==> config.mk <==
export PLATFORM = sky130hd
export DESIGN_NAME = trace_unit_top
export DESIGN_NICKNAME = d
export VERILOG_FILES = /design/src/trace_pkg.sv /design/src/bus_pkg.sv /design/src/lifecycle_table.sv /design/src/trace_writer.sv /design/src/host_reader.sv /design/src/wb_arbiter.sv /design/src/trace_ram.sv /design/src/trace_unit_top.sv
export VERILOG_INCLUDE_DIRS = /design/src /design/src/include
export SDC_FILE = /design/constraint.sdc
export NUM_CORES = 2
export LEC_CHECK = 0
export BUFFER_PORTS_ARGS = -buffer_cell sky130_fd_sc_hd__clkbuf_2
export CORE_AREA = 2 2 469 471
export CTS_BUF_LIST = sky130_fd_sc_hd__clkbuf_8
export CTS_CLUSTER_DIAMETER = 200
export DETAILED_ROUTE_END_ITERATION = 10
export DIE_AREA = 0 0 471 473
export PLACE_DENSITY = 0.75
export SLEW_MARGIN = 20
export SYNTH_ARGS = -nofsm -noshare
export SYNTH_HDL_FRONTEND = slang
export SYNTH_SLANG_ARGS = --single-unit
==> constraint.sdc <==
create_clock -name clk -period 15.3 [get_ports clk]
set_clock_uncertainty 0.1 [all_clocks]
set_input_delay 0.765 -clock clk [delete_from_list [all_inputs] [get_ports clk]]
set_output_delay 0.765 -clock clk [all_outputs]
set_load 0.02 [all_outputs]
==> src/include/trace_params.svh <==
`ifndef TRACE_PARAMS_SVH
`define TRACE_PARAMS_SVH

////////////////////////////////////////////////////////////
// Trace collector sizing
////////////////////////////////////////////////////////////

// One table entry per in-flight tag
`define TRACE_DEPTH 16

`define CYC_W       12  // Cycle stamps wrap at 4096
`define OUTQ_DEPTH  4   // Record queue ahead of the writer
`define RAM_WORDS   64  // 32-bit words, two per record

`endif

==> src/trace_pkg.sv <==
`include "trace_params.svh"

package trace_pkg;

    ////////////////////////////////////////////////////////////
    // Core event and trace record types
    ////////////////////////////////////////////////////////////

    typedef logic [$clog2(`TRACE_DEPTH)-1:0] tag_t;    // Instruction tag from core
    typedef logic [`CYC_W-1:0]               cyc_t;    // Cycle stamp
    typedef logic [3:0]                      stall_t;  // Saturating stall count

    typedef struct packed {
        logic        valid;
        tag_t        tag;
        logic [31:0] pc;
    } fetch_evt_t;

    // Shared by stall, retire and flush
    typedef struct packed {
        logic valid;
        tag_t tag;
    } tag_evt_t;

    // Upper half is RAM word 0, lower half is word 1
    typedef struct packed {
        logic [31:0] pc;
        cyc_t        fetch_cyc;  // Top bits of word 1
        cyc_t        end_cyc;    // Retire or flush stamp
        stall_t      stalls;
        logic        flushed;
        logic [2:0]  rsvd;       // Always zero
    } trace_rec_t;

endpackage

==> src/bus_pkg.sv <==
`include "trace_params.svh"

package bus_pkg;

    ////////////////////////////////////////////////////////////
    // Wishbone classic and host port types
    ////////////////////////////////////////////////////////////

    localparam int ADR_W = $clog2(`RAM_WORDS);  // Word address width

    typedef struct packed {
        logic             cyc;
        logic             stb;
        logic             we;
        logic [ADR_W-1:0] adr;
        logic [31:0]      dat;  // Write data
    } wb_req_t;

    typedef struct packed {
        logic        ack;
        logic [31:0] dat;  // Read data
    } wb_rsp_t;

    typedef struct packed {
        logic             valid;
        logic [ADR_W-1:0] adr;
    } host_req_t;

    typedef struct packed {
        logic        valid;
        logic [31:0] dat;
    } host_rsp_t;

endpackage

==> src/lifecycle_table.sv <==
`timescale 1ns/1ns
`include "trace_params.svh"

module lifecycle_table (
    input  logic                   clk,
    input  logic                   rst,
    input  trace_pkg::fetch_evt_t  fetch_evt,
    input  trace_pkg::tag_evt_t    stall_evt,
    input  trace_pkg::tag_evt_t    retire_evt,
    input  trace_pkg::tag_evt_t    flush_evt,
    input  logic                   rec_ready,
    output trace_pkg::trace_rec_t  rec,
    output logic                   rec_valid,
    output logic [7:0]             trace_dropped
);

    localparam int QA_W = $clog2(`OUTQ_DEPTH);
    localparam int QC_W = QA_W + 1;

    logic [31:0]           ent_pc     [`TRACE_DEPTH];
    trace_pkg::cyc_t       ent_fcyc   [`TRACE_DEPTH];
    trace_pkg::stall_t     ent_stalls [`TRACE_DEPTH];
    trace_pkg::trace_rec_t outq       [`OUTQ_DEPTH];

    trace_pkg::cyc_t       cyc_cnt;
    trace_pkg::trace_rec_t ret_rec, fl_rec;
    logic [QA_W-1:0]       wr_ptr, rd_ptr;
    logic [QC_W-1:0]       q_cnt, q_free;
    logic                  push_ret, push_fl, pop;
    logic [1:0]            n_push, n_drop;

    function automatic trace_pkg::trace_rec_t make_rec(
        input logic [31:0]       pc,
        input trace_pkg::cyc_t   fcyc,
        input trace_pkg::cyc_t   ecyc,
        input trace_pkg::stall_t stalls,
        input logic              flushed
    );
        trace_pkg::trace_rec_t r;
        r           = '0;
        r.pc        = pc;
        r.fetch_cyc = fcyc;
        r.end_cyc   = ecyc;
        r.stalls    = stalls;
        r.flushed   = flushed;
        return r;
    endfunction

    ////////////////////////////////////////////////////////////
    // Per-tag entries
    ////////////////////////////////////////////////////////////

    always_ff @(posedge clk) begin
        if (stall_evt.valid && ent_stalls[stall_evt.tag] != 4'hf) begin  // Saturate at 15
            ent_stalls[stall_evt.tag] <= ent_stalls[stall_evt.tag] + 4'd1;
        end
        if (fetch_evt.valid) begin
            ent_pc[fetch_evt.tag]     <= fetch_evt.pc;
            ent_fcyc[fetch_evt.tag]   <= cyc_cnt;
            ent_stalls[fetch_evt.tag] <= '0;  // Overrides a same-cycle stall
        end
    end

    assign ret_rec = make_rec(ent_pc[retire_evt.tag], ent_fcyc[retire_evt.tag], cyc_cnt,
                              ent_stalls[retire_evt.tag], 1'b0);
    assign fl_rec  = make_rec(ent_pc[flush_evt.tag], ent_fcyc[flush_evt.tag], cyc_cnt,
                              ent_stalls[flush_evt.tag], 1'b1);

    ////////////////////////////////////////////////////////////
    // Record queue with retire ahead of flush
    ////////////////////////////////////////////////////////////

    assign q_free   = QC_W'(`OUTQ_DEPTH) - q_cnt;
    assign push_ret = retire_evt.valid && q_free != '0;
    assign push_fl  = flush_evt.valid && q_free > QC_W'(push_ret);
    assign n_push   = {1'b0, push_ret} + {1'b0, push_fl};
    assign n_drop   = {1'b0, retire_evt.valid && !push_ret} + {1'b0, flush_evt.valid && !push_fl};
    assign pop      = rec_valid && rec_ready;

    assign rec       = outq[rd_ptr];
    assign rec_valid = q_cnt != '0;

    always_ff @(posedge clk) begin
        if (push_ret || push_fl) begin
            outq[wr_ptr] <= push_ret ? ret_rec : fl_rec;
        end
        if (push_ret && push_fl) begin
            outq[wr_ptr + QA_W'(1)] <= fl_rec;
        end
    end

    always_ff @(posedge clk or posedge rst) begin
        if (rst) begin
            cyc_cnt       <= '0;
            wr_ptr        <= '0;
            rd_ptr        <= '0;
            q_cnt         <= '0;
            trace_dropped <= '0;
        end else begin
            cyc_cnt       <= cyc_cnt + 1'b1;  // Free running stamp
            wr_ptr        <= wr_ptr + QA_W'(n_push);
            rd_ptr        <= rd_ptr + QA_W'(pop);
            q_cnt         <= q_cnt + QC_W'(n_push) - QC_W'(pop);
            trace_dropped <= trace_dropped + 8'(n_drop);
        end
    end

endmodule

==> src/trace_writer.sv <==
`timescale 1ns/1ns

module trace_writer (
    input  logic                  clk,
    input  logic                  rst,
    input  trace_pkg::trace_rec_t rec,
    input  logic                  rec_valid,
    input  bus_pkg::wb_rsp_t      wb_rsp,
    output logic                  rec_ready,
    output bus_pkg::wb_req_t      wb_req,
    output logic [15:0]           rec_count
);

    typedef enum logic [1:0] {
        IDLE,
        WR_W0,  // PC word
        WR_W1   // Stamps and flags
    } state_t;

    state_t                    state;
    trace_pkg::trace_rec_t     rec_q;
    logic [bus_pkg::ADR_W-1:0] wr_ptr;  // Even word address of next record

    assign rec_ready = state == IDLE;

    assign wb_req.cyc = state != IDLE;
    assign wb_req.stb = state != IDLE;
    assign wb_req.we  = 1'b1;
    assign wb_req.adr = (state == WR_W1) ? wr_ptr + 1'b1 : wr_ptr;
    assign wb_req.dat = (state == WR_W1) ? rec_q[31:0] : rec_q.pc;

    always_ff @(posedge clk) begin
        if (rec_valid && rec_ready) rec_q <= rec;
    end

    always_ff @(posedge clk or posedge rst) begin
        if (rst) begin
            state     <= IDLE;
            wr_ptr    <= '0;
            rec_count <= '0;
        end else begin
            case (state)
                IDLE:    if (rec_valid) state <= WR_W0;
                WR_W0:   if (wb_rsp.ack) state <= WR_W1;
                default: if (wb_rsp.ack) begin
                    state     <= IDLE;
                    wr_ptr    <= wr_ptr + 2'd2;  // Wraps with the ring
                    rec_count <= rec_count + 16'd1;
                end
            endcase
        end
    end

endmodule

==> src/host_reader.sv <==
`timescale 1ns/1ns

module host_reader (
    input  logic               clk,
    input  logic               rst,
    input  bus_pkg::host_req_t host_req,
    input  bus_pkg::wb_rsp_t   wb_rsp,
    output logic               host_busy,
    output bus_pkg::host_rsp_t host_rsp,
    output bus_pkg::wb_req_t   wb_req
);

    logic [bus_pkg::ADR_W-1:0] adr_q;
    logic [31:0]               dat_q;
    logic                      rsp_valid;

    // Busy doubles as the bus request
    assign wb_req.cyc = host_busy;
    assign wb_req.stb = host_busy;
    assign wb_req.we  = 1'b0;
    assign wb_req.adr = adr_q;
    assign wb_req.dat = '0;

    assign host_rsp.valid = rsp_valid;
    assign host_rsp.dat   = dat_q;

    always_ff @(posedge clk) begin
        if (!host_busy && host_req.valid) adr_q <= host_req.adr;
        if (host_busy && wb_rsp.ack) dat_q <= wb_rsp.dat;
    end

    always_ff @(posedge clk or posedge rst) begin
        if (rst) begin
            host_busy <= 1'b0;
            rsp_valid <= 1'b0;
        end else begin
            rsp_valid <= host_busy && wb_rsp.ack;  // Single-cycle pulse
            if (!host_busy && host_req.valid) host_busy <= 1'b1;
            else if (wb_rsp.ack) host_busy <= 1'b0;
        end
    end

endmodule

==> src/wb_arbiter.sv <==
`timescale 1ns/1ns

module wb_arbiter (
    input  logic             clk,
    input  logic             rst,
    input  bus_pkg::wb_req_t m0_req,
    input  bus_pkg::wb_req_t m1_req,
    input  bus_pkg::wb_rsp_t s_rsp,
    output bus_pkg::wb_rsp_t m0_rsp,
    output bus_pkg::wb_rsp_t m1_rsp,
    output bus_pkg::wb_req_t s_req
);

    logic locked;  // A transfer is in progress
    logic owner;   // Master holding the bus while locked
    logic prio;    // Winner of the next tie
    logic gnt;
    logic m0_want, m1_want;

    assign m0_want = m0_req.cyc && m0_req.stb;
    assign m1_want = m1_req.cyc && m1_req.stb;

    ////////////////////////////////////////////////////////////
    // New grants only on an idle bus
    ////////////////////////////////////////////////////////////

    always_comb begin
        if (locked)                 gnt = owner;
        else if (m0_want && m1_want) gnt = prio;
        else                        gnt = m1_want;
    end

    assign s_req = gnt ? m1_req : m0_req;

    assign m0_rsp.ack = s_rsp.ack && locked && !owner;
    assign m1_rsp.ack = s_rsp.ack && locked && owner;
    assign m0_rsp.dat = s_rsp.dat;
    assign m1_rsp.dat = s_rsp.dat;

    always_ff @(posedge clk or posedge rst) begin
        if (rst) begin
            locked <= 1'b0;
            owner  <= 1'b0;
            prio   <= 1'b0;
        end else if (locked && s_rsp.ack) begin
            locked <= 1'b0;
            prio   <= ~owner;  // Other master goes first next time
        end else if (!locked && (m0_want || m1_want)) begin
            locked <= 1'b1;
            owner  <= gnt;
        end
    end

endmodule

==> src/trace_ram.sv <==
`timescale 1ns/1ns
`include "trace_params.svh"

module trace_ram (
    input  logic             clk,
    input  logic             rst,
    input  bus_pkg::wb_req_t wb_req,
    output bus_pkg::wb_rsp_t wb_rsp
);

    logic [31:0] mem [`RAM_WORDS];
    logic [31:0] rd_q;
    logic        ack_q;
    logic        hit;

    assign hit = wb_req.cyc && wb_req.stb;

    assign wb_rsp.ack = ack_q;
    assign wb_rsp.dat = rd_q;

    // Read data lines up with the registered ack
    always_ff @(posedge clk) begin
        if (hit && !ack_q) rd_q <= mem[wb_req.adr];
        if (ack_q && hit && wb_req.we) begin
            mem[wb_req.adr] <= wb_req.dat;  // Request still held during ack
        end
    end

    always_ff @(posedge clk or posedge rst) begin
        if (rst) begin
            ack_q <= 1'b0;
        end else begin
            ack_q <= hit && !ack_q;  // Low after every ack
        end
    end

endmodule

==> src/trace_unit_top.sv <==
`timescale 1ns/1ns

module trace_unit_top (
    input  logic                  clk,
    input  logic                  rst,
    input  trace_pkg::fetch_evt_t fetch_evt,
    input  trace_pkg::tag_evt_t   stall_evt,
    input  trace_pkg::tag_evt_t   retire_evt,
    input  trace_pkg::tag_evt_t   flush_evt,
    input  bus_pkg::host_req_t    host_req,
    output logic                  host_busy,
    output bus_pkg::host_rsp_t    host_rsp,
    output logic [15:0]           rec_count,
    output logic [7:0]            trace_dropped
);

    trace_pkg::trace_rec_t rec;
    logic                  rec_valid, rec_ready;
    bus_pkg::wb_req_t      wr_req, rd_req, ram_req;
    bus_pkg::wb_rsp_t      wr_rsp, rd_rsp, ram_rsp;

    lifecycle_table i_lifecycle_table (
        .clk, .rst, .fetch_evt, .stall_evt, .retire_evt, .flush_evt,
        .rec_ready, .rec, .rec_valid, .trace_dropped
    );

    trace_writer i_trace_writer (
        .clk, .rst, .rec, .rec_valid, .wb_rsp(wr_rsp),
        .rec_ready, .wb_req(wr_req), .rec_count
    );

    host_reader i_host_reader (
        .clk, .rst, .host_req, .wb_rsp(rd_rsp),
        .host_busy, .host_rsp, .wb_req(rd_req)
    );

    // Writer on port 0, host on port 1
    wb_arbiter i_wb_arbiter (
        .clk, .rst, .m0_req(wr_req), .m1_req(rd_req), .s_rsp(ram_rsp),
        .m0_rsp(wr_rsp), .m1_rsp(rd_rsp), .s_req(ram_req)
    );

    trace_ram i_trace_ram (
        .clk, .rst, .wb_req(ram_req), .wb_rsp(ram_rsp)
    );

endmodule

Word-level counts from Yosys, hierarchy flattened
Memories as Yosys holds them, arrays and structs flattened. A register that Yosys moved wholly into a read port is not among the register bits.
Cells that the tools add are included.
Operators by class
  order comparisons: 1
  equality and inequality tests: 5
  muxes and demuxes: 24
  $add $sub $neg: 14
  bitwise operators: 3
  reductions and logical operators: 37
Operator list (count)
  2-to-1 mux 64 bit: 1
  2-to-1 mux 41 bit: 1
  2-to-1 mux 32 bit: 1
  logical AND 1 bit: 18
  adder 16 x 1 -> 16 bit, second input constant: 1
  2-to-1 mux 1 bit: 16
  adder 12 x 1 -> 12 bit, second input constant: 1
  adder 8 x 2 -> 8 bit: 1
  nonzero test 2 bit: 4
  adder 6 x 1 -> 6 bit, second input constant: 1
  adder 6 x 2 -> 6 bit, second input constant: 1
  zero test 1 bit: 6
  2-to-1 mux 2 bit: 3
  2-to-1 mux 6 bit: 1
  nonzero test 3 bit: 2
  adder 1 x 1 -> 2 bit: 2
  adder 4 x 1 -> 4 bit, second input constant: 1
  != test 2 x 1 -> 1 bit, second input constant: 2
  != test 4 bit, second input constant: 1
  case mux 2 bit (2 select lines): 1
  AND reduction 2 bit: 2
  adder 3 x 2 -> 3 bit: 1
  greater-than comparator 3 x 1 -> 1 bit: 1
  NOT 1 bit: 3
  11 further kinds: 12
Storage, ports and cells
  input bits: 61
  bits in registers: 95
  output and inout port bits: 58
  logic and storage cells: 105
  memories kept: 5
  memory bits (writable): 3072
Memory list
  i_trace_ram.mem: words 64, bits a word 32, rd ports 1, clocked after Yosys merged registers in 1, wr ports 1, RTL line trace_ram.sv:11  | logic [31:0] mem [`RAM_WORDS];
  i_lifecycle_table.ent_pc: words 16, bits a word 32, rd ports 2, clocked after Yosys merged registers in 0, wr ports 1, RTL line lifecycle_table.sv:20  | logic [31:0] ent_pc [`TRACE_DEPTH];
  i_lifecycle_table.outq: words 4, bits a word 64, rd ports 1, clocked after Yosys merged registers in 1, wr ports 2, RTL line lifecycle_table.sv:23  | trace_pkg::trace_rec_t outq [`OUTQ_DEPTH];
  i_lifecycle_table.ent_fcyc: words 16, bits a word 12, rd ports 2, clocked after Yosys merged registers in 0, wr ports 1, RTL line lifecycle_table.sv:21  | trace_pkg::cyc_t ent_fcyc [`TRACE_DEPTH];
  i_lifecycle_table.ent_stalls: words 16, bits a word 4, rd ports 3, clocked after Yosys merged registers in 0, wr ports 2, RTL line lifecycle_table.sv:22  | trace_pkg::stall_t ent_stalls [`TRACE_DEPTH];

Logic depth before layout (Yosys ltp)
  word-level depth: 10
  mapped depth: 15
  gate-level depth less buffers: 14

Hierarchy
Synthesis repeated with hierarchy kept, for this count alone.
Unflattened totals
  cells, all modules: 7594
  area total of the unflattened synthesis: 133818.3 sq um
By module, submodules not included
  trace_ram: instances 1, cells each 4479, sequential area each 62484.9 sq um, area each 78794.3 sq um
  lifecycle_table: instances 1, cells each 2715, sequential area each 30384.1 sq um, area each 48974.5 sq um
  trace_writer: instances 1, cells each 187, sequential area each 2497.4 sq um, area each 3355.7 sq um
  host_reader: instances 1, cells each 82, sequential area each 1191.1 sq um, area each 1495.2 sq um
  wb_arbiter: instances 1, cells each 131, sequential area each 75.1 sq um, area each 1198.6 sq um

Worst setup path after synthesis
Ideal clock, no wire load.
  kind: register to register
  from: register i_lifecycle_table.q_cnt[0]
  to: register i_lifecycle_table.q_cnt[2]
  period minus slack after synthesis: 6934 ps
  stages on the path, launching flop included: 12
  required time: 15077 ps
  arrival time: 6711 ps
  setup time: 123 ps
  path slack: 8366 ps
  buffers on the path: 0
  cell sequence: dfrtp_1 inv_1 ha_1 ha_1 nor3_1 ha_1 inv_1 ha_1 inv_1 fa_1 xnor2_1 xnor2_1
On the way
  elaborated cells between the ends (all ways): 10
  classes of those cells: add/sub: 4; order compare: 1; reduce/logical: 5
RTL lines
  start: declaration: RTL line lifecycle_table.sv:28  | logic [QC_W-1:0] q_cnt, q_free;
  start signal: assignment: RTL line lifecycle_table.sv:103  | q_cnt <= q_cnt + QC_W'(n_push) - QC_W'(pop);
  nonzero test 3 bit: RTL line lifecycle_table.sv:81  | assign rec_valid = q_cnt != '0;
  logical AND 1 bit: RTL line lifecycle_table.sv:78  | assign pop = rec_valid && rec_ready;
  net i_lifecycle_table.pop: RTL line lifecycle_table.sv:29  | logic push_ret, push_fl, pop;
  subtractor 3 x 1 -> 3 bit: RTL line lifecycle_table.sv:103
The timed path passes the listed nets, and every way through them passes these cells.
A chain may end at the register's enable or synchronous reset.

Worst setup path in the final report
  from: register i_trace_writer.state[0]
  to: register i_trace_ram.rd_q[6] (read register of i_trace_ram.mem), data pin
On the way
  longest elaborated chain between the ends: 7
  elaborated cells between the ends (all ways): 9
  classes of those cells: eq/ne: 1; mux: 4; reduce/logical: 4
Ends and longest elaborated chain
  start: declaration: RTL line trace_writer.sv:20  | state_t state;
  start signal: assignment: RTL line trace_writer.sv:38  | state <= IDLE;
  start signal: assignment: RTL line trace_writer.sv:43  | IDLE: if (rec_valid) state <= WR_W0;
  start signal: assignment: RTL line trace_writer.sv:44  | WR_W0: if (wb_rsp.ack) state <= WR_W1;
  nonzero test 2 bit: RTL line trace_writer.sv:26, trace_writer.sv:27
  logical AND 1 bit: RTL line wb_arbiter.sv:29  | else if (m0_want && m1_want) gnt = prio;
  2-to-1 mux 1 bit: RTL line wb_arbiter.sv:29
  2-to-1 mux 1 bit: RTL line wb_arbiter.sv:28  | if (locked) gnt = owner;
  2-to-1 mux 41 bit (*): RTL line wb_arbiter.sv:33  | assign s_req = gnt ? m1_req : m0_req;
  logical AND 1 bit: RTL line trace_ram.sv:16  | assign hit = wb_req.cyc && wb_req.stb;
  logical AND 1 bit: RTL line trace_ram.sv:23  | if (hit && !ack_q) rd_q <= mem[wb_req.adr];
  end: declaration: RTL line trace_ram.sv:12  | logic [31:0] rd_q;
Mark *: on every way between the ends. The rest lies on a longest branch, timed or not.

==> results.md <==
- Status: complete, no violations
- Initial core utilization: 0.5954
- Post-CTS Setup Inserts: 0
- Sequential share of power: 0.459
- Hold_ws: 77.37 ps
- R2R cell count: 11
- Slew HR: 0.1673
- Post-CTS resize count: 0
- Max incr delay on CP: 930 ps
- Yosys top cell area share: 0.7218
- Crit path time final: 6099 ps
- H-tree levels: 6
- DR iter-0 viols: 12,290
- Synth area leaders: edfxtp_1 72%, mux4_2 9.7%, a22oi_1 3.6%
- Clk pwr share: 0.248
- Metal2 WL: 180,000 um
- Final WL: 375,500 um
- Post-route ant nets: 0
- Synthesized area per cell: 18.43 um2
- Total grt overflow: 0
- Post-Synthesis Cell Area: 129,900 um2
- Worst EP required: 16,020 ps
- Synth cell count leaders: 3,123 x edfxtp_1, 629 x a22oi_1, 560 x mux4_2
- Synth warn: 0
- Setup crit start kind: flip-flop
- Worst-skew pair later-pin latency: 1110 ps
- Final Slew Violations: 0
- Count leader, synth: edfxtp_1
- Worst Hold Depth: 4
- Routed len/inst: 35.04 um
- Worst path slowest cell: buf_4
- Rows: 172
- CTS sink cnt: 3,247
- Gr usage total: 0.3363
- Arrival time worst endpoint: 6820 ps
- Worst slew pin tran: 1249 ps
- Wl on met1: 122,900 um
- Crit path kind: flip-flop to flip-flop
- Cells along the critical path: o21ba_2, o21a_1, mux2i_4, buf_4, buf_4, buf_4, mux2i_1, o2111ai_1, a22o_1, a221oi_1, o2111ai_1
- Final setup viols: 0
- MaxCap Viol Count: 0
- First-pass GRT wire length: 535,900 um
- P_leak: 47.19 nW
- Fin nets: 7,577
- Chip Height: 473 um
- HP Class: input pin to flip-flop
- Initial antenna violation count: 16
- Vias: 75,960
- Post-synth ARST share: 0.01725
- Largest net degree at the start of global routing: 119
- Max Fclk: 164.0 MHz
- CTS clock-pin slew for the worst setup and hold paths: 60 ps
- Sw Ratio: 0.3508
- Yosys cell types: 81
- CTS root buf: clkbuf_8
- Worst path most repeated cell: buf_4
- Port Buffer Count: 118
- PwrDens: 187.1 nW/um2
- Clock buffer depth: 4
- Seq cells post-synth: 3,247
- Final Hold Viols: 0
- Setup TNS: 0 ps
- Detailed Place HPWL: 202,600 um
- Post-synthesis sequential area ratio: 0.7430
- Synth Net Count: 7,128
- Worst vdd ir: 0.2117 mV
- Sw Pwr: 9.493 mW
- Filler Cell Count: 14,030
- Syn Inst Count: 7,049
- DRC Markers: 0
- Die ar.: 222,800 um2
- Area growth syn-to-layout: 11.29%
- Boundary pin count: 119
- Ys flop type: edfxtp_1
- Final worst path period share: 0.3986
- GP Congestion: 0.8696
- Vias in the first global route: 76,760
- Die X: 471 um
- Crit-path max FO: 57
- Pint: 17.57 mW
- Core area: 218,200 um2
- Post-synth top area cell: edfxtp_1
- Top layer in use: met5
- RSZ-0062 raised after global routing: no
- CTS tree: yes
- Routed wl met3: 49,220 um
- First-pass DRT Iterations: 9
- Number of flops mapped to enable cells by yosys: 3,123
- Num CTS Buffers: 534
- Critical Path End Type: flip-flop
- Comb power frac: 0.292
- Vias per cell: 7.089
- Fin util: 0.6627
- Ratio of cells with drive above 1 in the final layout: 0.2233
per-layer routing:
metal  global-route usage  vias to the layer above
met5                    0                        -
met4               0.1838                       20
met3              0.08752                     1436
met2               0.5410                     6084
met1               0.4214                    38220
li1                     -                    30200
path summary, 6_finish.rpt:
path                                         startpoint                                 end  slack (ps)
worst max-delay path            i_trace_writer.state[0]                 i_trace_ram.rd_q[6]        9200
worst max register to register  i_trace_writer.state[0]                 i_trace_ram.rd_q[6]        9200
worst min-delay path                       flush_evt[4]  i_lifecycle_table.trace_dropped[0]          80
max in group asynchronous                           rst         i_lifecycle_table.rd_ptr[0]       14100
min in group asynchronous                           rst         i_trace_writer.rec_count[7]         330
worst min register to register     i_trace_ram.rd_q[24]             i_host_reader.dat_q[24]         330
cells in the final DEF, fill, tap and decap left out, types with 88 or more instances in the layout:
cell	Yosys	final
a21oi_1	119	88
nor2_1	180	101
mux2i_1	332	321
mux4_2	560	560
inv_1	19	166
o21ai_0	231	231
o2111ai_1	126	126
a22oi_1	629	629
buf_4	17	217
clkinv_1	0	109
clkbuf_8	0	560
edfxtp_1	3123	3123
nand2_1	476	470
clkbuf_2	0	110
nor2_4	11	88
metrics by stage:
step	area [um2]	instances	total power, mW	setup slack [ps]
floorplan	129900	7049	16.90	8366
global placement	135100	9791	19.98	9380
detailed placement	135100	9791	20.22	9304
CTS	144600	10700	26.82	9368
global route	144600	10710	27.74	9001
finish	144600	10720	27.06	9201
kinds of logic (layout without fill, tap and decap cells):
group | after synthesis | after routing | synth area share
XOR/XNOR | 42 | 42 | 0.002889
flip-flops | 3247 | 3247 | 0.7430
other | 0 | 11 | 0
adder cells (fa/ha/maj) | 18 | 18 | 0.001849
AO/OA/AOI/OAI | 1422 | 1422 | 0.07830
AND/OR/NAND/NOR | 901 | 901 | 0.03173
buffers and inverters | 484 | 1269 | 0.01583
multiplexers | 935 | 935 | 0.1264
worst max-delay path: cells and delay by family (launching register included):
| family | cells | cell delay (ps) |
|---|---|---|
| compound gates | 6 | 1800 |
| buf+inv | 3 | 2410 |
| flops | 1 | 500 |
| mux | 2 | 900 |
power groups by stage:
| stage | Sequential [mW] | Clock [mW] | Combinational [mW] |
|---|---|---|---|
| after global placement | 12.5 | 0 | 7.43 |
| after detailed placement | 12.6 | 0 | 7.62 |
| after CTS | 12.4 | 6.75 | 7.65 |
| after global routing | 12.5 | 7.14 | 8.13 |
| final | 12.4 | 6.72 | 7.91 |
| after floorplan | 12.5 | 0 | 4.37 |
cell type report:
type	instances	area, um2	area share
Sequential cell	3247	96550	0.6677
Timing Repair Buffer	377	2703	0.01869
Clock inverter	314	1375	0.009509
Inverter	20	76.32	0.0005278
Clock buffer	558	7680	0.05311
Multi-Input combinational cell	3318	32610	0.2255
Antenna cell	11	27.53	0.0001904
Tap cell	2871	3592	0.02484
flip-flops by register name (all words and copies together), names as in the netlist, 12 cells and up:
name	flops
i_trace_writer.rec_q	61
i_trace_writer.rec_count	16
i_lifecycle_table.ent_stalls	64
i_lifecycle_table.outq	244
i_host_reader.dat_q	32
i_lifecycle_table.ent_fcyc	192
i_lifecycle_table.cyc_cnt	12
i_trace_ram.rd_q	32
i_lifecycle_table.ent_pc	512
i_trace_ram.mem	2048
timing repair:
action	in CTS	in global routing
endpoints found under the hold margin	562	0
setup endpoints to repair	0	0
hold buffers	41	0
Power figures use the tool's default switching activity.
